<file path="config.mk">
export PLATFORM = sky130hd
export DESIGN_NAME = mem_arbiter
export DESIGN_NICKNAME = d
export VERILOG_FILES = /design/src/mem_sys_pkg.sv /design/src/mem_arbiter.sv
export SDC_FILE = /design/constraint.sdc
export NUM_CORES = 1
export LEC_CHECK = 0
export BUFFER_PORTS_ARGS = -buffer_cell sky130_fd_sc_hd__buf_2
export CORE_UTILIZATION = 24
export CTS_CLUSTER_DIAMETER = 30
export DETAILED_ROUTE_END_ITERATION = 6
export PLACE_DENSITY = 0.81
export SETUP_SLACK_MARGIN = 0.05
export SLEW_MARGIN = 20
export SYNTH_ARGS = -nofsm -noshare
export SYNTH_HDL_FRONTEND = slang
export SYNTH_SLANG_ARGS = --single-unit
</file>
<file path="constraint.sdc">
create_clock -name clk -period 1.1 [get_ports clk]
set_clock_uncertainty 0.1 [all_clocks]
set_input_delay 0.11 -clock clk [delete_from_list [all_inputs] [get_ports clk]]
set_output_delay 0.11 -clock clk [all_outputs]
set_load 0.02 [all_outputs]
</file>
<file path="src/mem_sys_pkg.sv">
package mem_sys_pkg;

  localparam int ADDR_W = 16;
  localparam int DATA_W = 32;
  localparam int PC_W = 32;

  // Word address, byte address bits 1..0 dropped
  typedef logic [ADDR_W-1:0] word_addr_t;
  typedef logic [DATA_W-1:0] word_t;
  typedef logic [PC_W-1:0] byte_pc_t;

  // Owner of the memory port in the previous cycle
  typedef enum logic [1:0] {
    GRANT_NONE  = 2'd0,
    GRANT_HOST  = 2'd1,
    GRANT_FETCH = 2'd2
  } grant_e;

endpackage

</file>
<file path="src/mem_arbiter.sv">
`timescale 1ns/1ps

module mem_arbiter (
  input  logic                    clk,
  input  logic                    rst_n,
  input  logic                    host_we,
  input  mem_sys_pkg::word_addr_t host_addr,
  input  mem_sys_pkg::word_t      host_wdata,
  input  logic                    fetch_req,
  input  mem_sys_pkg::word_addr_t fetch_addr,
  output logic                    fetch_gnt,
  output logic                    rd_valid,
  output logic                    mem_we,
  output mem_sys_pkg::word_addr_t mem_addr,
  output mem_sys_pkg::word_t      mem_wdata
);

  mem_sys_pkg::grant_e grant_q;

  // Host has fixed priority and never waits
  assign fetch_gnt = fetch_req && !host_we;
  assign mem_we    = host_we;
  assign mem_addr  = host_we ? host_addr : fetch_addr;
  assign mem_wdata = host_wdata;

  always_ff @(posedge clk or negedge rst_n) begin
    if (!rst_n) begin
      grant_q <= mem_sys_pkg::GRANT_NONE;
    end else if (host_we) begin
      grant_q <= mem_sys_pkg::GRANT_HOST;
    end else if (fetch_req) begin
      grant_q <= mem_sys_pkg::GRANT_FETCH;
    end else begin
      grant_q <= mem_sys_pkg::GRANT_NONE;
    end
  end

  // Memory data is valid for fetch one cycle after its grant
  assign rd_valid = (grant_q == mem_sys_pkg::GRANT_FETCH);

  // A fetch request held off by a host write is still up next cycle
  assert property (@(posedge clk) disable iff (!rst_n)
    (host_we && fetch_req) |=> fetch_req)
    else $error("mem_arbiter: fetch request dropped while stalled by a host write");

endmodule

</file>
; ---- Yosys cells after proc, flatten, opt, wreduce, memory -nomap -nowiden
; Cells that the tools add are included.
[classes]
addsub = 0
mul = 0
div = 0
n_lt_le_gt_ge = 0
eq_ne = 1
shift = 0
muxes = 3
n_bitwise = 0
n_reduce_logical = 2
[op_table]
columns = op, count
row1 = $mux 16, 1
row2 = $mux 2, 2
row3 = $eq 2x2->1 const B, 1
row4 = $logic_and 1x1->1, 1
row5 = $logic_not 1->1, 1
[totals]
register_bits = 2
latchBits = 0
ramBits = 0
mem_bits_ro = 0
in_bits = 68
out_inout_bits = 51
wordCells = 7
n_memories = 0

; ---- Logic depth before layout (Yosys ltp)
; Gate-level depths: netlist of the first run.
[logic_depth]
word_depth = 2
depth_mapped = 3
depth_no_buf = 1

; ---- Worst setup path before layout of the first run
; OpenSTA, ideal clock, no wires.
[synth_path]
path_kind = in2out
from = input port host_we
to = output port mem_addr[10]
arrival_ps = 695
required_ps = 890
setup_slack_ps = 195
cell_stages = 3
n_path_buf = 2
path_cell_list = buf_6 buf_12 mux2_4
[synth_via]
elab_chain_len = 1
[synth_rtl]
columns = item, line
row1 = "start, declared", mem_arbiter.sv:6  ; input logic host_we,
row2 = $mux 16, mem_arbiter.sv:23  ; assign mem_addr = host_we ? host_addr : fetch_addr;
row3 = "end, declared", mem_arbiter.sv:14  ; output mem_sys_pkg::word_addr_t mem_addr,
; No other way between the ends.

; ---- Worst setup path in the final report of the first run
[layout_path]
from = register grant_q[0]
to = output port rd_valid
[layout_via]
elab_chain_len = 1
[layout_rtl]
columns = item, line
row1 = "start, declared", mem_arbiter.sv:18  ; mem_sys_pkg::grant_e grant_q;
row2 = "start signal, assigned", mem_arbiter.sv:28  ; grant_q <= mem_sys_pkg::GRANT_NONE;
row3 = "start signal, assigned", mem_arbiter.sv:30  ; grant_q <= mem_sys_pkg::GRANT_HOST;
row4 = "start signal, assigned", mem_arbiter.sv:32  ; grant_q <= mem_sys_pkg::GRANT_FETCH;
row5 = $eq 2x2->1, mem_arbiter.sv:39  ; assign rd_valid = (grant_q == mem_sys_pkg::GRANT_FETCH);
row6 = "end, declared", mem_arbiter.sv:12  ; output logic rd_valid,
; No other way between the ends.

==> summary.md, run 1 <==
| Metric | Value |
|---|---|
| Critical path data arrival time | `0.82 ns` |
| First-pass GRT wire length | `1.75 mm` |
| CP delay by family, top | `flip-flops` |
| Post-synth top area share | `44.4%` |
| Commonest cells after routing, fill and taps aside | `50 x buf_2, 9 x mux2_4, 7 x mux2_2, 3 x clkbuf_4, 3 x buf_6` |
| CP cell instances | `nor2b_4 > buf_6` |
| M3 GR Usage | `3.03%` |
| Initial antenna violation count | `0` |
| Synth top area cells | `buf_4 44%, mux2_4 24%, mux2_2 14%` |
| Clk sinks | `2` |
| Drt initial violations | `4` |
| Placed Instances | `104` |
| Hold crit path type | `input port to flip-flop` |
| Synth Area in Compound Gates | `0%` |
| Final Max Tran Viols | `0` |
| Die width | `50.2 um` |
| Die Y-Extent | `50.2 um` |
| Min Tclk post-route | `1.03 ns` |
| Startpoint types | `flip-flop` |
| Synthesized cell area | `558 sq um` |
| Status | `finished, final reports clean` |
| Largest net degree at the start of global routing | `9` |
| I/O pins | `119` |
| Port bufs | `54` |
| Full die area | `2520 sq um` |
| Distinct cells, synth | `8` |
| Register Area | `50.0 sq um` |
| Yosys reg bits | `2` |
| Largest register by flop count | `grant_q` |
| PD cells | `768 nW/um^2` |
| Sequential-to-total area share from yosys stat | `8.97%` |
| Critical path buffers and inverters | `1` |
| DR vias/cell | `4.13` |
| Largest family of logic cells by synthesized area | `buffers and inverters` |
| Post-detail-place hpwl | `1.17 mm` |
| CTS tree | `built` |
| Max rail drop VDD | `342 uV` |
| First-pass iteration count of the detailed router | `6` |
| Core Rows | `17` |
| Setup Viol. Count Final | `0` |
| Initial core utilization | `25.2%` |
| Syn_nets | `123` |
| Post-Synth Simple-Gate Area | `2.69%` |
| Warnings, synthesis | `0` |
| GR Util All Layers | `9.76%` |
| Layer with the highest usage | `met2` |
| WP data required | `0.89 ns` |
| Clock root cell | `clkbuf_4` |
| Fmax | `967 MHz` |
| Multiplexer share of the synthesized area | `38.3%` |
| Slowest cell on the critical path | `dfrtp_1` |
| # DRC | `0` |
| RSZ-0062 raised after global routing | `yes` |
| Static leakage | `0.000401 uW` |
| Slew HR | `92.3%` |
| Num CTS Buffers | `3` |
| GP Congestion | `0.778` |
| CP max FO | `1` |
| GRT met2 Usage | `18.9%` |
| Final ANT Viol Nets | `0` |
| Max reg flops | `2` |
| Clock-pin slew on the worst setup and hold paths | `0.03 ns` |
| Core area | `2210 sq um` |
| Least-Margin Pin Slew | `0.116 ns` |
| Crit. End Element | `output pin` |
| Mean Syn Cell Area | `10.1 sq um` |
| Routed WL | `1.35 mm` |
| Commonest non-fill, non-tap cell in the layout | `buf_2` |
| Post-synth top area cell | `buf_4` |
| Via count | `450` |
| H-tree Lvls | `1` |
| Cells after Synth | `55` |
| Util after Layout | `31.7%` |
| # Max-Cap Violations | `0` |
| Area share of fa/ha/maj cells after synthesis | `0%` |
| Remaining global-route overflow | `0` |
| Endpoints failing hold | `0` |
| Setup TNS | `0 ns` |
| M1 GR Usage | `7.19%` |
| Fillcell total | `250` |
| Antenna Diode Count | `0` |
| Setup bufs post-CTS | `0` |
| Routed WL per cell | `12.4 um` |
| Post-route clock period utilization | `94.0%` |
| Clk buf depth | `2` |
| Layout Cells excl Fill | `109` |
| Share of layout cells above drive strength 1 | `96.3%` |
| Area of the multi-input gates | `236 sq um` |
| Vias in the first global route | `425` |
| Nets | `151` |
| Top flop regs | `grant_q x2` |
| XOR/XNOR share of the synthesized area | `0%` |
| Area Growth Syn to Fin | `25.6%` |
| CP peak stage delay | `0.38 ns` |
| CP Class | `flip-flop to output pin` |
-- synth_stat cells --
cell and n:
and2b_2 1, buf_12 1, buf_4 33, buf_6 1
dfrtp_1 2, mux2_2 7, mux2_4 9, nor2b_1 1
-- worst paths after layout --
check / startpoint / endpoint / slack [ns] / cells after the start
setup / recovery: grant_q[0] / rd_valid / 0.07 / 2
hold / removal: fetch_req / grant_q[1] / 0.03 / 2
max in group asynchronous: rst_n / grant_q[1] / 0.70 / 2
min in group asynchronous: rst_n / grant_q[0] / 0.11 / 2
-- area by class of cell --
class,count,share of cell area (%)
Timing Repair Buffer,58,50.9
Multi-Input combinational cell,18,33.8
Sequential cell,2,7.14
Tap cell,28,5.00
Clock buffer,3,3.21
-- cells by family (layout without fill, tap and decap cells) --
kind of cell           count (synthesis)  count (layout)
buffers and inverters                 35              61
DFF                                    2               2
muxes                                 16              16
and+or+nand+nor                        2               2
-- routing by layer --
layer,wire [um],part of all wire [%]
met5,0,0
met4,12,0.89
met3,188,14
met2,799,59
met1,348,26
-- power breakdown --
part | internal (uW) | total (uW) | switching, uW
Combinational | 168 | 300 | 132
Clock | 120 | 158 | 38.2
Sequential | 77.9 | 79.9 | 2.00
Total | 366 | 538 | 172
-- stage by stage --
stage	setup slack [ns]	hold slack, ns	total power (uW)	instance area [sq um]
after floorplan	0.195	-0.286	417	558
after global placement	0.0197	-0.207	349	612
after detailed placement	0.00360	-0.203	355	612
after CTS	0.0288	0.0254	544	681
after global routing	0.0382	0.0398	573	701
final	0.0655	0.0324	538	701
-- repair_timing --
item,in CTS,in global routing
endpoints found under the setup margin,17,2
hold buffers,1,0
gates cloned,1,0
endpoints found under the hold margin,2,0
pin swaps,0,0
resized for setup,4,6
No activity file was read; power rests on OpenSTA's default activity.
==> inputs of run 2 (changes only) <==
- CAP_MARGIN: default -> 10
- CORE_MARGIN: default -> 10
==> run 2 against run 1 <==
  * Critical path depth did not move
  * Sequential power fell by 2%
  * Worst setup slack got worse by 0.0061 ns
  * Global-route usage fell by 2.1 points
  * Core utilization rose by 1.1 points
  * Largest cell class unchanged
==> summary.md, run 2 (synthesized netlist as in run 1, its figures left out) <==
| Metric | Value |
|---|---|
| Status | `finished, final reports clean` |
| Initial core utilization | `25.2% (unchanged)` |
| Hold Path Cell Cnt | `2 (unchanged)` |
| Hold_ws | `0.0416 ns (+0.00913 ns)` |
| GR Util All Layers | `7.66% (-2.1 points)` |
| CP delay by family, top | `flip-flops` |
| Antenna Diode Count | `0 (unchanged)` |
| Remaining global-route overflow | `0 (unchanged)` |
| GP Congestion | `0.679 (-13%)` |
| M1 GR Usage | `6.18% (-1.0 points)` |
| Endpoints failing hold | `0 (unchanged)` |
| # DRC | `0 (unchanged)` |
| Final Max Tran Viols | `0 (unchanged)` |
| CTS tree | `built` |
| M3 GR Usage | `2.94% (-0.094 points)` |
| Critical path buffers and inverters | `1 (unchanged)` |
| Nets | `151 (unchanged)` |
| Max rail drop VDD | `275 uV (-20%)` |
| First-pass iteration count of the detailed router | `2 (-4)` |
| Routed WL | `1.99 mm (+47%)` |
| Drt initial violations | `3 (-1)` |
| Clk sinks | `2 (unchanged)` |
| Min Tclk post-route | `1.04 ns (+0.00608 ns)` |
| Max reg flops | `2 (unchanged)` |
| Top flop regs | `grant_q x2` |
| CP max FO | `1 (unchanged)` |
| Die width | `68.2 um (+36%)` |
| Largest net degree at the start of global routing | `8 (-1)` |
| Final ANT Viol Nets | `0 (unchanged)` |
| Largest register by flop count | `grant_q` |
| Fillcell total | `234 (-6.4%)` |
| Num CTS Buffers | `3 (unchanged)` |
| CP Class | `flip-flop to output pin` |
| Commonest cells after routing, fill and taps aside | `47 x buf_2, 9 x mux2_4, 7 x mux2_2, 4 x buf_6, 3 x clkbuf_4` |
| CP peak stage delay | `0.34 ns (-0.04 ns)` |
| Register Area | `50.0 sq um (unchanged)` |
| Area of the multi-input gates | `229 sq um (-3.2%)` |
| Post-route clock period utilization | `94.6% (+0.55 points)` |
| Area Growth Syn to Fin | `29.8%` |
| Routed WL per cell | `18.2 um (+47%)` |
| Full die area | `4650 sq um (+85%)` |
| Post-detail-place hpwl | `1.74 mm (+48%)` |
| CP cell instances | `nor2b_1 > buf_4` |
| Share of layout cells above drive strength 1 | `95.1% (-1.2 points)` |
| Slew HR | `91.6% (-0.70 points)` |
| PD cells | `776 nW/um^2 (+1.0%)` |
| Initial antenna violation count | `0 (unchanged)` |
| Clk buf depth | `2 (unchanged)` |
| RSZ-0062 raised after global routing | `yes` |
| Layer with the highest usage | `met2` |
| H-tree Lvls | `1 (unchanged)` |
| I/O pins | `119 (unchanged)` |
| Startpoint types | `flip-flop` |
| Worst Setup SP | `grant_q[1]` |
| Clock-pin slew on the worst setup and hold paths | `0.03 ns (about the same)` |
| DR vias/cell | `4.06 (-1.8%)` |
| Commonest non-fill, non-tap cell in the layout | `buf_2` |
| Vias in the first global route | `530 (+25%)` |
| Critical path data arrival time | `0.83 ns (about the same)` |
| First-pass GRT wire length | `2.64 mm (+51%)` |
| Setup TNS | `0 ns (unchanged)` |
| Static leakage | `0.000410 uW (+2.2%)` |
| Core area | `2210 sq um (unchanged)` |
| GRT met2 Usage | `13.5% (-5.4 points)` |
| Least-Margin Pin Slew | `0.126 ns (+0.0105 ns)` |
| # Max-Cap Violations | `0 (unchanged)` |
| Hold crit path type | `input port to flip-flop` |
| Core Rows | `17 (unchanged)` |
| Port bufs | `54 (unchanged)` |
| Fmax | `961 MHz (-0.58%)` |
| Via count | `442 (-1.8%)` |
| HP Start | `fetch_req` |
| Die Y-Extent | `68.2 um (+36%)` |
| WHS Endpoint | `grant_q[1]` |
| Slowest cell on the critical path | `dfrtp_1` |
| Clock root cell | `clkbuf_4` |
| Setup Viol. Count Final | `0 (unchanged)` |
| WP data required | `0.89 ns (about the same)` |
| Crit. End Element | `output pin` |
run 2: per-layer routing:
layer	vias up	share of wire [%]	routed length (um)
met5	-	0	0
li1	200	-	-
met2	36	55	1100
met1	194	31	608
met4	0	4.0	79
met3	12	9.9	196
run 2: final cells by class:
class                      instances  share of cell area (%)
timing repair buffer              58                    53.5
multi-input combinational         18                    31.6
sequential                         2                    6.91
tap                               28                    4.84
clock buffer                       3                    3.11
run 2: power breakdown:
group | internal (uW) | leakage [uW] | switching [uW]
sequential | 77.8 | 0.0000245 | 0.713
combinational | 182 | 0.000372 | 141
clock | 120 | 0.0000138 | 40.2
run 2: timing repair:
item	in CTS	in global routing
pin swaps	0	0
buffers inserted	0	0
gates cloned	1	0
resized for setup	9	5
endpoints found under the setup margin	16	6
hold buffers	1	0
endpoints found under the hold margin	2	0
run 2: stage by stage:
| step | utilization (%) | area [sq um] | worst slack [ns] | std cells | power, uW |
|---|---|---|---|---|---|
| after floorplan | - | 558 | 0.195 | 55 | 417 |
| after global placement | 28.2 | 624 | 0.0383 | 104 | 362 |
| final | 32.7 | 724 | 0.0594 | 109 | 562 |
| after global routing | 32.7 | 724 | 0.0318 | 109 | 597 |
| after detailed placement | 28.2 | 624 | 0.0136 | 104 | 368 |
| after CTS | 32.1 | 709 | 0.0508 | 109 | 570 |
run 2: worst max-delay path by stage:
stage	endpoint	slack, ns	cells past startpoint
2_1_floorplan	mem_addr[10]	0.20	3
3_3_place_gp	mem_addr[7]	0.04	4
3_5_place_dp	mem_addr[6]	0.01	4
4_1_cts	rd_valid	0.05	2
5_1_grt	rd_valid	0.03	2
6_report	rd_valid	0.06	2
==> inputs of run 3 (changes only) <==
- BUFFER_PORTS_ARGS: -buffer_cell sky130_fd_sc_hd__buf_2 -> -buffer_cell sky130_fd_sc_hd__clkbuf_2
- CORE_MARGIN: 10 -> default
==> run 3 against run 2 <==
  * Routed wire length is 28% lower
  * Total power increased by 9.5%
  * Via count up 2.9%
  * Maximum frequency shrank 0.55%
  * Sequential share of layout area down 0.87 points
  * First-iteration DRC count decreased by 33%
  * Die area decreased by 46%
  * Core utilization is 4.7 points higher
  * Largest power group unchanged
==> summary.md, run 3 (synthesized netlist as in run 1, its figures left out) <==
| Metric | Value |
|---|---|
| Post-route clock period utilization | `95.1% (+0.53 points)` |
| Hold Path Cell Cnt | `2 (unchanged)` |
| Worst Setup SP | `host_we` |
| Static leakage | `0.000467 uW (+14%)` |
| CP cell instances | `clkbuf_16 > buf_16 > mux2_4 > clkbuf_2` |
| Slowest cell on the critical path | `mux2_4` |
| Routed WL | `1.42 mm (-28%)` |
| Remaining global-route overflow | `0 (unchanged)` |
| Top flop regs | `grant_q x2` |
| Final ANT Viol Nets | `0 (unchanged)` |
| Port bufs | `54 (unchanged)` |
| Nets | `151 (unchanged)` |
| Commonest cells after routing, fill and taps aside | `38 x clkbuf_2, 13 x mux2_4, 9 x buf_6, 4 x buf_8` |
| Full die area | `2520 sq um (-46%)` |
| RSZ-0062 raised after global routing | `yes` |
| Drt initial violations | `2 (-1)` |
| Critical path buffers and inverters | `3 (+2)` |
| HP Start | `fetch_req` |
| Via count | `455 (+2.9%)` |
| I/O pins | `119 (unchanged)` |
| Clk sinks | `2 (unchanged)` |
| Largest register by flop count | `grant_q` |
| WP data required | `0.89 ns (about the same)` |
| Setup Viol. Count Final | `0 (unchanged)` |
| Commonest non-fill, non-tap cell in the layout | `clkbuf_2` |
| Final Max Tran Viols | `0 (unchanged)` |
| Startpoint types | `input port` |
| Clock root cell | `clkbuf_4` |
| PD cells | `743 nW/um^2 (-4.2%)` |
| Util after Layout | `37.4% (+4.7 points)` |
| DR vias/cell | `4.17 (+2.9%)` |
| Die width | `50.2 um (-26%)` |
| Endpoints failing hold | `0 (unchanged)` |
| First-pass GRT wire length | `1.90 mm (-28%)` |
| Place WS | `-0.00235 ns (-0.0159 ns)` |
| Num CTS Buffers | `3 (unchanged)` |
| Least-Margin Pin Slew | `0.124 ns (-0.00245 ns)` |
| Clk buf depth | `2 (unchanged)` |
| WHS Endpoint | `grant_q[1]` |
| Critical path data arrival time | `0.84 ns (about the same)` |
| Setup bufs post-CTS | `0 (unchanged)` |
| CP Class | `input port to output pin` |
| Initial antenna violation count | `0 (unchanged)` |
| CP delay by family, top | `buffers and inverters` |
| Clock-pin slew on the worst setup and hold paths | `0.03 ns (about the same)` |
| Max reg flops | `2 (unchanged)` |
| Max rail drop VDD | `323 uV (+17%)` |
| Post-route setup slack | `0.0536 ns (-0.00578 ns)` |
| Status | `finished, final reports clean` |
| Hold crit path type | `input port to flip-flop` |
| Fmax | `956 MHz (-0.55%)` |
| GP Congestion | `0.784 (+15%)` |
| # Max-Cap Violations | `0 (unchanged)` |
| Crit. End Element | `output pin` |
| Core Rows | `17 (unchanged)` |
| Layout Cells excl Fill | `109 (unchanged)` |
| Share of layout cells above drive strength 1 | `96.3% (+1.2 points)` |
| Slew HR | `91.8% (+0.14 points)` |
| # DRC | `0 (unchanged)` |
| Antenna Diode Count | `0 (unchanged)` |
| Placed Instances | `104 (unchanged)` |
| Die Y-Extent | `50.2 um (-26%)` |
| Initial core utilization | `25.2% (unchanged)` |
| Vias in the first global route | `450 (-15%)` |
| First-pass iteration count of the detailed router | `4 (+2)` |
| Routed WL per cell | `13.1 um (-28%)` |
| Core area | `2210 sq um (unchanged)` |
| GR Util All Layers | `10.5% (+2.8 points)` |
| CP max FO | `8 (+7)` |
| CTS tree | `built` |
| CP peak stage delay | `0.30 ns (-0.04 ns)` |
| Area Growth Syn to Fin | `48.4%` |
| H-tree Lvls | `1 (unchanged)` |
| Min Tclk post-route | `1.05 ns (+0.00578 ns)` |
| Post-detail-place hpwl | `1.17 mm (-33%)` |
| Largest net degree at the start of global routing | `9 (+1)` |
[run 3: changes by cell type in the layout (fill, tap and decap cells not counted), sizes merged]
| cell | delta |
|---|---|
| buf | -41 |
| clkbuf | +41 |
[run 3: area by class of cell]
class	count	area, sq um
Multi-Input combinational cell	18	251
Sequential cell	2	50.0
Timing Repair Buffer	58	469
Clock buffer	3	22.5
Tap cell	28	35.0
Fill cell	234	1380
[run 3: repair_timing]
item / CTS / global route
hold buffers: 1 / 0
hold endpoints to repair: 2 / 0
setup endpoints to repair: 17 / 13
cloned: 1 / 0
resized for setup: 19 / 32
[run 3: how the worst max path moves through the flow]
stage / endpoint / slack, ns / cells after the start
global placement: mem_addr[1] / 0.01 / 4
finish: mem_addr[10] / 0.05 / 4
CTS: rd_valid / 0.02 / 2
floorplan: mem_addr[10] / 0.20 / 3
global route: rd_valid / 0.04 / 2
detailed placement: mem_addr[13] / -0.002 / 4
[run 3: through the flow]
step                       TNS, ns  cell area (sq um)  total power (uW)  hold WS (ns)
final                            0                828               616        0.0380
after global routing             0                828               652        0.0423
after CTS                        0                762               586        0.0296
after detailed placement  -0.00562                612               356        -0.201
after global placement           0                612               350        -0.206
after floorplan                  0                558               417        -0.286
[run 3: power by group]
| group | total [uW] | switching, uW | leakage [uW] | internal [uW] |
|---|---|---|---|---|
| clock network | 158 | 38.3 | 0.0000138 | 120 |
| registers | 80.0 | 2.02 | 0.0000245 | 77.9 |
| logic | 377 | 146 | 0.000428 | 231 |
| total | 616 | 186 | 0.000467 | 429 |
[run 3: per-layer routing]
layer / share of wire [%] / global-route usage (%) / vias to the layer above / wire length, um
li1: - / - / 199 / -
met1: 25 / 7.37 / 206 / 359
met2: 61 / 22.2 / 44 / 864
met3: 13 / 2.42 / 6 / 187
met4: 0.84 / 8.10 / 0 / 12
met5: 0 / 0 / - / 0
