### src/mem_sys_pkg.sv
package mem_sys_pkg;

  localparam int ADDR_W = 16;
  localparam int DATA_W = 32;
  localparam int PC_W = 32;

  // Word address, byte address bits 1..0 dropped
  typedef logic [ADDR_W-1:0] word_addr_t;
  typedef logic [DATA_W-1:0] word_t;
  typedef logic [PC_W-1:0] byte_pc_t;

  // Owner of the memory port in the previous cycle
  typedef enum logic [1:0] {
    GRANT_NONE  = 2'd0,
    GRANT_HOST  = 2'd1,
    GRANT_FETCH = 2'd2
  } grant_e;

endpackage

### src/rv_isa_pkg.sv
package rv_isa_pkg;

  // Field widths fixed by the base ISA
  localparam int XLEN = 32;
  localparam int REG_IDX_W = 5;
  localparam int FUNCT3_W = 3;
  localparam int OPCODE_W = 5;

  typedef logic [XLEN-1:0] instr_t;
  typedef logic [REG_IDX_W-1:0] reg_idx_t;
  typedef logic [XLEN-1:0] imm_t;
  typedef logic [FUNCT3_W-1:0] funct3_t;

  // Opcode bits 6..2, the two low bits are 11 for all 32-bit encodings
  typedef logic [OPCODE_W-1:0] opcode_t;

  localparam logic [1:0] LEN_32 = 2'b11;

  localparam opcode_t OPC_LOAD     = 5'b00000;
  localparam opcode_t OPC_MISC_MEM = 5'b00011;
  localparam opcode_t OPC_OP_IMM   = 5'b00100;
  localparam opcode_t OPC_AUIPC    = 5'b00101;
  localparam opcode_t OPC_STORE    = 5'b01000;
  localparam opcode_t OPC_OP       = 5'b01100;
  localparam opcode_t OPC_LUI      = 5'b01101;
  localparam opcode_t OPC_BRANCH   = 5'b11000;
  localparam opcode_t OPC_JALR     = 5'b11001;
  localparam opcode_t OPC_JAL      = 5'b11011;
  localparam opcode_t OPC_SYSTEM   = 5'b11100;

  // Operation class, numbered in this order on the output
  typedef enum logic [3:0] {
    INSTR_LOAD     = 4'd0,
    INSTR_MISC_MEM = 4'd1,
    INSTR_OP_IMM   = 4'd2,
    INSTR_AUIPC    = 4'd3,
    INSTR_STORE    = 4'd4,
    INSTR_OP       = 4'd5,
    INSTR_LUI      = 4'd6,
    INSTR_BRANCH   = 4'd7,
    INSTR_JALR     = 4'd8,
    INSTR_JAL      = 4'd9,
    INSTR_SYSTEM   = 4'd10,
    INSTR_INVAL    = 4'd11
  } instr_op_e;

  typedef enum logic [2:0] {
    INSTR_R        = 3'd0,
    INSTR_I        = 3'd1,
    INSTR_S        = 3'd2,
    INSTR_B        = 3'd3,
    INSTR_U        = 3'd4,
    INSTR_J        = 3'd5,
    INSTR_FMT_NONE = 3'd6
  } instr_fmt_e;

endpackage

### src/instr_decode.sv
`timescale 1ns/1ps

module instr_decode (
  input  logic                  fetched_valid,
  input  rv_isa_pkg::instr_t    fetched_instr,
  input  mem_sys_pkg::byte_pc_t fetched_pc,
  input  logic                  dec_ready,
  output logic                  fetched_ready,
  output logic                  dec_valid,
  output mem_sys_pkg::byte_pc_t dec_pc,
  output rv_isa_pkg::instr_op_e dec_op,
  output rv_isa_pkg::reg_idx_t  dec_rd,
  output rv_isa_pkg::reg_idx_t  dec_rs1,
  output rv_isa_pkg::reg_idx_t  dec_rs2,
  output rv_isa_pkg::imm_t      dec_imm,
  output rv_isa_pkg::funct3_t   dec_funct3
);

  rv_isa_pkg::instr_t     from;
  rv_isa_pkg::instr_fmt_e fmt;
  logic                   sign_bit;
  logic                   has_rs1;
  logic                   has_rs2;
  logic                   has_rd;

  // Pure combinational stage, handshake passes straight through
  assign from          = fetched_instr;
  assign dec_valid     = fetched_valid;
  assign fetched_ready = dec_ready;
  assign dec_pc        = fetched_pc;

  always_comb begin
    dec_op = rv_isa_pkg::INSTR_INVAL;
    fmt    = rv_isa_pkg::INSTR_FMT_NONE;
    // No compressed encodings
    if (from[1:0] == rv_isa_pkg::LEN_32) begin
      case (from[6:2])
        rv_isa_pkg::OPC_LOAD: begin
          dec_op = rv_isa_pkg::INSTR_LOAD;
          fmt    = rv_isa_pkg::INSTR_I;
        end
        // FENCE fields sit in the I immediate
        rv_isa_pkg::OPC_MISC_MEM: begin
          dec_op = rv_isa_pkg::INSTR_MISC_MEM;
          fmt    = rv_isa_pkg::INSTR_I;
        end
        rv_isa_pkg::OPC_OP_IMM: begin
          dec_op = rv_isa_pkg::INSTR_OP_IMM;
          fmt    = rv_isa_pkg::INSTR_I;
        end
        rv_isa_pkg::OPC_AUIPC: begin
          dec_op = rv_isa_pkg::INSTR_AUIPC;
          fmt    = rv_isa_pkg::INSTR_U;
        end
        rv_isa_pkg::OPC_STORE: begin
          dec_op = rv_isa_pkg::INSTR_STORE;
          fmt    = rv_isa_pkg::INSTR_S;
        end
        rv_isa_pkg::OPC_OP: begin
          dec_op = rv_isa_pkg::INSTR_OP;
          fmt    = rv_isa_pkg::INSTR_R;
        end
        rv_isa_pkg::OPC_LUI: begin
          dec_op = rv_isa_pkg::INSTR_LUI;
          fmt    = rv_isa_pkg::INSTR_U;
        end
        rv_isa_pkg::OPC_BRANCH: begin
          dec_op = rv_isa_pkg::INSTR_BRANCH;
          fmt    = rv_isa_pkg::INSTR_B;
        end
        rv_isa_pkg::OPC_JALR: begin
          dec_op = rv_isa_pkg::INSTR_JALR;
          fmt    = rv_isa_pkg::INSTR_I;
        end
        rv_isa_pkg::OPC_JAL: begin
          dec_op = rv_isa_pkg::INSTR_JAL;
          fmt    = rv_isa_pkg::INSTR_J;
        end
        // CSR number and flags come out in the immediate
        rv_isa_pkg::OPC_SYSTEM: begin
          dec_op = rv_isa_pkg::INSTR_SYSTEM;
          fmt    = rv_isa_pkg::INSTR_I;
        end
        default: begin
          dec_op = rv_isa_pkg::INSTR_INVAL;
          fmt    = rv_isa_pkg::INSTR_FMT_NONE;
        end
      endcase
    end
  end

  // Register fields present per format
  assign has_rs1 = (fmt == rv_isa_pkg::INSTR_R) || (fmt == rv_isa_pkg::INSTR_I) ||
                   (fmt == rv_isa_pkg::INSTR_S) || (fmt == rv_isa_pkg::INSTR_B);
  assign has_rs2 = (fmt == rv_isa_pkg::INSTR_R) || (fmt == rv_isa_pkg::INSTR_S) ||
                   (fmt == rv_isa_pkg::INSTR_B);
  assign has_rd  = (fmt == rv_isa_pkg::INSTR_R) || (fmt == rv_isa_pkg::INSTR_I) ||
                   (fmt == rv_isa_pkg::INSTR_U) || (fmt == rv_isa_pkg::INSTR_J);

  assign dec_rs1 = has_rs1 ? from[19:15] : '0;
  assign dec_rs2 = has_rs2 ? from[24:20] : '0;
  assign dec_rd  = has_rd ? from[11:7] : '0;

  assign sign_bit = from[31];

  // R-type shares the I layout, so funct7 lands in imm[11:5]
  always_comb begin
    case (fmt)
      rv_isa_pkg::INSTR_R, rv_isa_pkg::INSTR_I:
        dec_imm = {{20{sign_bit}}, from[31:20]};
      rv_isa_pkg::INSTR_S:
        dec_imm = {{20{sign_bit}}, from[31:25], from[11:7]};
      rv_isa_pkg::INSTR_B:
        dec_imm = {{19{sign_bit}}, from[31], from[7], from[30:25], from[11:8], 1'b0};
      rv_isa_pkg::INSTR_U:
        dec_imm = {from[31:12], 12'b0};
      rv_isa_pkg::INSTR_J:
        dec_imm = {{11{sign_bit}}, from[31], from[19:12], from[20], from[30:21], 1'b0};
      default:
        dec_imm = '0;
    endcase
  end

  assign dec_funct3 = from[14:12];

  // A valid output must be fully known back through fetch and memory
  always_comb begin
    if (dec_valid) begin
      assert (!$isunknown({dec_op, dec_rd, dec_rs1, dec_rs2, dec_imm, dec_funct3}))
        else $error("instr_decode: unknown field at pc %h", dec_pc);
    end
  end

endmodule

### config.mk
export PLATFORM = sky130hd
export DESIGN_NAME = instr_decode
export DESIGN_NICKNAME = d
export VERILOG_FILES = /design/src/mem_sys_pkg.sv /design/src/rv_isa_pkg.sv /design/src/instr_decode.sv
export SDC_FILE = /design/constraint.sdc
export NUM_CORES = 1
export LEC_CHECK = 0
export BUFFER_PORTS_ARGS = -buffer_cell sky130_fd_sc_hd__buf_2
export CAP_MARGIN = 30
export CORE_UTILIZATION = 28
export DETAILED_ROUTE_END_ITERATION = 6
export PLACE_DENSITY = 0.9
export RECOVER_POWER = 100
export SYNTH_ARGS = -nofsm -noshare
export SYNTH_HDL_FRONTEND = slang
export SYNTH_SLANG_ARGS = --single-unit
### constraint.sdc
create_clock -name vclk -period 1.8
set_input_delay 0.18 -clock vclk [all_inputs]
set_output_delay 0.18 -clock vclk [all_outputs]
set_load 0.05 [all_outputs]
# After elaboration in Yosys (flattened, before gate mapping)
# Memory sizes are Yosys's and may differ from the RTL's.
# Cells that the tools add are included.
# op_classes
n_mux,6
n_reduce_logical,9
eq_ne,6
# ops
cell,n
case mux 32 bit (5 select lines),1
2-to-1 mux 5 bit,3
logical OR 1 bit,7
== test 3 x 2 -> 1 bit (second input constant),2
== test 3 bit (second input constant),2
2-to-1 mux 4 bit,1
== test 3 x 1 -> 1 bit (second input constant),1
logical NOT 3 bit,1
2-to-1 mux 3 bit,1
== test 2 bit (second input constant),1
OR reduction 2 bit,1
# totals
in_bits,66
regBits,0
mem_count,1
rom_bits,224
output_inout_bits,88
# memory_table
memory,depth,width,read_ports,rd_clocked_by_memory_dff,wr,line,rtl
(name not given),32,7,1,0,0,instr_decode.sv:37,case (from[6:2])

# Logic depth before layout (Yosys ltp)
# Gate-level depths: netlist of the first run.
# depth
word_depth,7
mapped_depth,8
depth_no_buf,7

# Worst setup path before layout of the first run
# No wires, ideal clock.
# synth_timing
kind,input port to output port
startpoint,input port fetched_instr[3]
endpoint,output port dec_imm[31]
t_required_ps,1620
arrival_ps,2383
path_stages,6
path_slack_ps,-763
path_cell_list,inv_1 > ha_1 > nor3_2 > a211oi_2 > a211o_4 > a21boi_0
# synth_via
elab_chain_len,5
word_cells_on_any_way,10
# synth_rtl
item,line,rtl
start: declaration,instr_decode.sv:5,"input rv_isa_pkg::instr_t fetched_instr,"
memory read (32 x 7 bit) *,n/a,
2-to-1 mux 3 bit *,instr_decode.sv:36,if (from[1:0] == rv_isa_pkg::LEN_32) begin
== test 3 x 1 -> 1 bit / logical NOT 3 bit (equally long branches),instr_decode.sv:108,case (fmt)
OR reduction 2 bit,instr_decode.sv:108,
case mux 32 bit (5 select lines) *,instr_decode.sv:108,
end: declaration,instr_decode.sv:15,"output rv_isa_pkg::imm_t dec_imm,"
# Every way passes the cells marked *; elsewhere a longest branch is shown, timed or not.

# Worst setup path after layout of the first run
# layout_timing
startpoint,input port fetched_instr[3]
endpoint,output port dec_imm[26]
# The elaborated chain is that of the path after synthesis.

==> results.md, run 1 <==
* Sequential cell count at 0
* Pin count of the biggest net entering global routing at 18
* Worst-path maximum fanout at 17
* Min Hold Slack at 0.360 ns
* # IOs at 154
* IO Port Bufs at 86
* Die ar. at 3990 sq um
* Final period util at 114%
* WP buf/inv at 4
* Row cnt at 21
* Commonest non-fill, non-tap cell in the layout: buf_2
* Dpl hpwl at 2990 um
* Most frequent cells in the layout: buf_2, buf_8, buf_6
* Setup_tns at -7.35 ns
* Yosys Warn Count at 0
* Startpoint Class: input port
* DRT iter0 DRCs at 18
* Final hold viol count at 0
* Total number of vias at 1,363
* Core Box Area at 3470 sq um
* WP data required at 1.62 ns
* RSZ-0062 raised after global routing: yes
* Antenna Violating Nets Remaining at 0
* Power Dens Cells at 271 nW/um^2
* Slew Limit Fails at 0
* Slew HR at 59.9%
* Post-synth net total at 215
* Critical-path cell list: buf_8 > clkinvlp_4 > ha_4 > nor2_2 > o211ai_1 > a21o_1 > o21ai_4 > buf_12 > a22o_2 > buf_6
* Critical path's top delay family: compound AO/OA/AOI/OAI gates
* Cell variety after synth at 36
* Antenna violations before repair at 0
* # nets final at 295
* Grt ovf at 0
* Routability cong. at 0.889
* CP peak stage delay at 0.30 ns
* Diodes inserted at 0
* Worst VDD drop at 0.141 mV
* Vias in the first global route at 1,330
* Worst Max-Slew Pin Slew at 0.605 ns
* Clock buf count at 0
* Post-Syn Area at 1050 sq um
* Failing checks: setup timing
* Initial DRT Pass Iterations at 4
* Hold-fix buffers, CTS at 0
* CP Data Arrival Time at 1.87 ns
* Mapped Avg Cell Area at 7.13 sq um
* Total power at 0.599 mW
* Final min period at 2.05 ns
* Pre-CTS WS at -0.452 ns
* Max-capacitance violation count at 0
* Status: complete, but fails checks
* Syn Inst Count at 147
* Worst hold path class: input port to output pin
* Area Growth Syn to Fin at 111%
* Initial core utilization at 30.2%
* DR vias/cell at 5.03
* Setup-failing EPs final at 42
* First-pass GRT wire length at 6450 um
* Fillers at 286
* Die height at 63.2 um
* CP Class: input port to output pin
* Die X at 63.2 um
* Final setup margin at -0.250 ns
* Seq. cell area at 0 sq um
* WL/cell at 15.7 um
* Sequential area share after synthesis at 0%
* Slowest-stage cell, CP: ha_4
* CP Capture Type: output pin
* Layout cell share with drive strength beyond 1 at 84.9%
* Leakage power total at 1.08 nW
* Highest clock rate at 0.488 GHz
* DRC at 0
* Final wirelength at 4270 um
* Total GRT Usage at 19.7%
-- logic make-up after synthesis --
kind of cell	synth area share, %
adder cells (fa/ha/maj)	2.39
AND/OR/NAND/NOR	25.7
buffers and inverters	32.8
AO/OA/AOI/OAI	39.1
-- timing repair --
action                     4_1_cts  5_1_grt
setup endpoints to repair       47       49
gates resized for setup        151       19
pin swaps                       20       19
buffers inserted                11        3
-- cell type report --
class,instances,area (sq um),area share (%)
repair buffers,122,1160,52.5
multi-input cells,98,971,43.9
well taps,46,57.6,2.60
inverters,5,22.5,1.02
-- synth_stat cells (all sizes together) --
master / count / area (sq um)
nand2: 5 / 18.8
o2111ai: 1 / 8.76
and2b: 1 / 7.51
nor2: 5 / 21.3
ha: 2 / 25.0
a211oi: 3 / 32.5
nand4: 2 / 12.5
nor2b: 2 / 12.5
nor3: 3 / 25.0
clkbuf: 1 / 3.75
a21boi: 1 / 7.51
o211a: 1 / 10.0
a211o: 1 / 17.5
or2: 1 / 6.26
buf: 43 / 322
and2: 23 / 145
o32ai: 2 / 17.5
o211ai: 3 / 27.5
nand3: 4 / 20.0
a22o: 15 / 131
a21oi: 8 / 43.8
a21o: 9 / 67.6
a31oi: 1 / 6.26
o21ai: 5 / 40.0
inv: 5 / 18.8
-- stage by stage --
stage	util, %	instances	cell area [sq um]
3_5_place_dp	45.5	261	1580
4_1_cts	61.4	268	2130
5_1_grt	63.8	271	2210
6_report	63.8	271	2210
3_3_place_gp	45.5	261	1580
2_1_floorplan	-	147	1210
-- power by group --
part / total, mW / internal, mW / switching, mW / leakage, nW
clock: 0 / 0 / 0 / 0
combinational: 0.599 / 0.259 / 0.340 / 1.08
sequential: 0 / 0 / 0 / 0
-- routing by layer --
metal | vias to the layer above | global-route usage (%) | part of all wire [%]
li1 | 644 | - | -
met1 | 650 | 21.1 | 36
met2 | 63 | 39.4 | 55
met3 | 6 | 4.71 | 8.0
met4 | 0 | 2.27 | 0.59
met5 | - | 0 | 0
-- final timing paths --
kind	slack, ns	cells past startpoint	end	startpoint
setup / recovery	-0.25	10	dec_imm[26]	fetched_instr[3]
hold / removal	0.36	0	dec_pc[0]	fetched_pc[0]
No activity file was read; power rests on OpenSTA's default activity.
==> inputs of run 2 (changes only) <==
--- a/config.mk
+++ b/config.mk
@@ -14,3 +14,4 @@
 export SYNTH_ARGS = -nofsm -noshare
 export SYNTH_HDL_FRONTEND = slang
 export SYNTH_SLANG_ARGS = --single-unit
+export TNS_END_PERCENT = 1
==> constraint.sdc (replaced) <==
create_clock -name vclk -period 1.8
set_input_delay 0.18 -clock vclk [all_inputs]
set_output_delay 0.18 -clock vclk [all_outputs]
set_load 0.02 [all_outputs]
==> run 2 against run 1 <==
Effect of this change:
- the flow still finishes with violations (setup timing)
- fmax barely moved
- combinational power is 29% lower
- count of clock-buffer cells in the layout did not move
- global-route usage down 2.7 points
- sequential share of layout area did not move
- worst setup slack lost 0.00059 ns
- utilization decreased by 11 points
- largest power group unchanged
- die area did not move
- power decreased by 29%
- routed wire length shrank 8.4%
- first-iteration DRC count grew 67%
- critical path depth unchanged
==> results.md, run 2 (synthesis gave the netlist of run 1 again) <==
* Vias in the first global route at 1,170
* Setup_tns at -6.80 ns
* Core Box Area at 3470 sq um
* Sequential cell count at 0
* Inst Count DP at 265
* Max-capacitance violation count at 0
* Grt ovf at 0
* Slew HR at 79.8%
* Antenna Violating Nets Remaining at 0
* Startpoint Class: input port
* Initial DRT Pass Iterations at 4
* Area Growth Syn to Fin at 75.5%
* Diodes inserted at 0
* Most frequent cells in the layout: buf_2, buf_4, buf_6
* Final period util at 114%
* Status: complete, but fails checks
* IO Port Bufs at 86
* Setup-failing EPs final at 41
* Failing checks: setup timing
* DRT iter0 DRCs at 30
* Leakage power total at 0.968 nW
* Worst hold path class: input port to output pin
* RSZ-0062 raised after global routing: yes
* Row cnt at 21
* CP Class: input port to output pin
* WL/cell at 14.6 um
* Routability cong. at 0.897
* Final hold viol count at 0
* Clock buf count at 0
* CP Data Arrival Time at 1.87 ns
* Post-layout util at 53.1%
* Worst VDD drop at 0.101 mV
* WP data required at 1.62 ns
* Fillers at 320
* # nets final at 292
* Layout cell share with drive strength beyond 1 at 65.8%
* Commonest non-fill, non-tap cell in the layout: buf_2
* CP Capture Type: output pin
* Final min period at 2.05 ns
* Highest clock rate at 0.488 GHz
* Final setup margin at -0.251 ns
* Worst-path maximum fanout at 8
* Initial core utilization at 30.2%
* Dpl hpwl at 2960 um
* Die X at 63.2 um
* First-pass GRT wire length at 5560 um
* Pin count of the biggest net entering global routing at 18
* DRC at 0
* Seq. cell area at 0 sq um
* Power Dens Cells at 230 nW/um^2
* Die height at 63.2 um
* Total number of vias at 1,307
* Final wirelength at 3910 um
* Antenna violations before repair at 0
* # IOs at 154
* Fin cells at 268
* Worst Max-Slew Pin Slew at 0.303 ns
* Slew Limit Fails at 0
* Total GRT Usage at 17.0%
* Die ar. at 3990 sq um
* DR vias/cell at 4.88
-- run 2: cell count changes in the layout (fill, tap and decap cells not counted), moves of 9 or more --
cell,change
and2_4,-12
a22o_1,+11
buf_4,+9
buf_2,+17
buf_8,-28
and2_1,+13
-- run 2: final timing paths --
kind | start | endpoint | slack [ns] | depth (start not counted)
setup / recovery | fetched_instr[3] | dec_imm[20] | -0.25 | 10
hold / removal | fetched_pc[26] | dec_pc[26] | 0.36 | 0
-- run 2: report_power, final --
| part | internal (mW) | switching, mW | total, mW |
|---|---|---|---|
| Sequential | 0 | 0 | 0 |
| Combinational | 0.208 | 0.216 | 0.424 |
| Clock | 0 | 0 | 0 |
| Total | 0.208 | 0.216 | 0.424 |
-- run 2: cell type report --
class | count | area, sq um | area share, %
inverters | 5 | 22.5 | 1.22
well taps | 46 | 57.6 | 3.13
multi-input cells | 98 | 838 | 45.5
repair buffers | 119 | 922 | 50.1
-- run 2: worst max-delay path: stages --
cell and delay [ns]:
buf_8 0.08, clkinvlp_4 0.09, ha_4 0.16, and2_2 0.20, o211ai_1 0.22, a21o_1 0.28, o21ai_4 0.11, clkbuf_16 0.18
a22o_4 0.24, buf_6 0.13
-- run 2: through the flow --
stage | worst slack [ns] | hold slack [ns] | total power [mW] | area (sq um)
after global placement | -0.535 | 0.360 | 0.346 | 1530
after CTS | -0.230 | 0.360 | 0.396 | 1730
after global routing | -0.332 | 0.360 | 0.450 | 1840
after floorplan | -0.0178 | 0.473 | 0.310 | 1120
final | -0.251 | 0.360 | 0.424 | 1840
after detailed placement | -0.598 | 0.360 | 0.353 | 1530
-- run 2: metal layers --
metal | up-vias | GRT usage, % | part of all wire (%)
met5 | - | 0 | 0
met4 | 0 | 0 | 0
met3 | 0 | 1.45 | 6.8
met2 | 72 | 35.3 | 54
met1 | 594 | 19.4 | 39
li1 | 641 | - | -
-- run 2: what timing repair did --
action,CTS,global route
endpoints found under the setup margin,42,43
pin swaps,19,10
hold buffers,0,0
buffers inserted,1,1
gates resized for setup,52,24
gates cloned,0,1
==> inputs of run 3 (changes only) <==
--- a/config.mk
+++ b/config.mk
@@ -7,10 +7,12 @@
 export LEC_CHECK = 0
 export BUFFER_PORTS_ARGS = -buffer_cell sky130_fd_sc_hd__buf_2
 export CAP_MARGIN = 30
+export CORE_MARGIN = 2
 export CORE_UTILIZATION = 28
 export DETAILED_ROUTE_END_ITERATION = 6
 export PLACE_DENSITY = 0.9
 export RECOVER_POWER = 100
+export SETUP_SLACK_MARGIN = 0.15
 export SYNTH_ARGS = -nofsm -noshare
 export SYNTH_HDL_FRONTEND = slang
 export SYNTH_SLANG_ARGS = --single-unit
==> run 3 against run 2 <==
Effect of this change:
- power decreased by 8.1%
- non-clock buffer count decreased by 6
- largest power group unchanged
- die area increased by 6.4%
- critical path depth unchanged
- flip-flop and latch count unchanged
- first-iteration DRC count decreased by 50%
- the run still ends with setup timing left
- critical endpoint is now dec_imm[29]
- via count decreased by 3.0%
==> results.md, run 3 (synthesis gave the netlist of run 1 again) <==
* Routability cong. at 0.934
* Initial core utilization at 28.9%
* Initial DRT Pass Iterations at 4
* Sw power at 0.204 mW
* Area Growth Syn to Fin at 63.7%
* Combinational fraction of design power at 100.0%
* Slew Limit Fails at 0
* Vias in the first global route at 1,210
* Total number of vias at 1,268
* Power Dens Cells at 227 nW/um^2
* Clock buf count at 0
* Total GRT Usage at 16.2%
* CP dominant cell by count: buf_4
* First-pass GRT wire length at 5720 um
* Core Box Area at 3630 sq um
* DRT iter0 DRCs at 15
* Status: complete, but fails checks
* Worst VDD drop at 0.103 mV
* Total power at 0.390 mW
* Critical path's top delay family: compound AO/OA/AOI/OAI gates
* CP Class: input port to output pin
* Layout cell share with drive strength beyond 1 at 66.7%
* Worst-path maximum fanout at 11
* Final setup margin at -0.169 ns
* Int Pwr at 0.186 mW
* Critical-path cell list: buf_8 > clkinvlp_4 > ha_4 > buf_4 > a21oi_2 > o211a_2 > nor3_2 > buf_4 > a22o_4 > buf_2
* Startpoint Class: input port
* Leakage power total at 0.932 nW
* Die ar. at 4250 sq um
* WP data required at 1.62 ns
* CP Data Arrival Time at 1.79 ns
* Grt ovf at 0
* Row cnt at 22
* Dpl hpwl at 2890 um
* Sequential Power Share at 0%
* Setup-failing EPs final at 37
* Worst hold path class: input port to output pin
* CP Capture Type: output pin
* Pin count of the biggest net entering global routing at 18
* Die height at 65.2 um
* WP buf/inv at 5
* Final min period at 1.97 ns
* Setup_tns at -4.17 ns
* Highest clock rate at 0.508 GHz
* Share of total power in the clock network at 0%
* # IOs at 154
* Final wirelength at 3640 um
* Failing checks: setup timing
* Sequential cell count at 0
* Antenna Violating Nets Remaining at 0
* Diodes inserted at 0
* DRC at 0
* Worst Max-Slew Pin Slew at 0.492 ns
* Final hold viol count at 0
* Most frequent cells in the layout: buf_2, buf_4, buf_6
* RSZ-0062 raised after global routing: yes
* Slew HR at 67.1%
* DR vias/cell at 4.80
* Seq. cell area at 0 sq um
* Antenna violations before repair at 0
* Max-capacitance violation count at 0
* Slowest-stage cell, CP: o211a_2
* # nets final at 286
* Die X at 65.2 um
* IO Port Bufs at 86
* WL/cell at 13.8 um
* Post-CTS setup buffer count at 0
* Sw frac at 52.3%
* Fillers at 369
* Min Hold Slack at 0.360 ns
* Hold-fix buffers, CTS at 0
* Final period util at 109%
* WP depth at 10
* Hold path depth at 0
* Commonest non-fill, non-tap cell in the layout: buf_2
* CP peak stage delay at 0.30 ns
-- run 3: what timing repair did --
action,CTS,global route
gates resized for setup,58,13
pin swaps,16,8
endpoints found under the setup margin,49,49
-- run 3: stage by stage --
| stage | setup WS, ns | cells | utilization [%] | area (sq um) |
|---|---|---|---|---|
| after CTS | -0.165 | 264 | 46.3 | 1680 |
| after detailed placement | -0.247 | 264 | 41.3 | 1500 |
| after global placement | -0.202 | 264 | 41.3 | 1500 |
| after floorplan | -0.0178 | 147 | - | 1120 |
| after global routing | -0.261 | 264 | 47.2 | 1720 |
| final | -0.169 | 264 | 47.2 | 1720 |
-- run 3: area by class of cell --
class / instances / area (sq um) / area share, %
Inverter: 5 / 22.5 / 1.31
Multi-Input combinational cell: 98 / 823 / 48.0
Tap cell: 48 / 60.1 / 3.50
Timing Repair Buffer: 113 / 811 / 47.2
-- run 3: final timing paths --
check                       startpoint          end
worst max-delay path  fetched_instr[3]  dec_imm[29]
worst min-delay path    fetched_pc[13]   dec_pc[13]
-- run 3: power by group through the flow --
stage / Clock, mW / Sequential [mW] / Combinational (mW)
finish: 0 / 0 / 0.390
global route: 0 / 0 / 0.418
CTS: 0 / 0 / 0.381
detailed placement: 0 / 0 / 0.342
global placement: 0 / 0 / 0.335
floorplan: 0 / 0 / 0.310
-- run 3: layer usage --
metal / part of all wire [%] / track usage [%] / vias to the layer above
met5: 0 / 0 / -
met4: 0.16 / 1.82 / 0
met3: 8.2 / 1.88 / 2
met2: 52 / 31.6 / 63
met1: 39 / 19.3 / 575
li1: - / - / 628
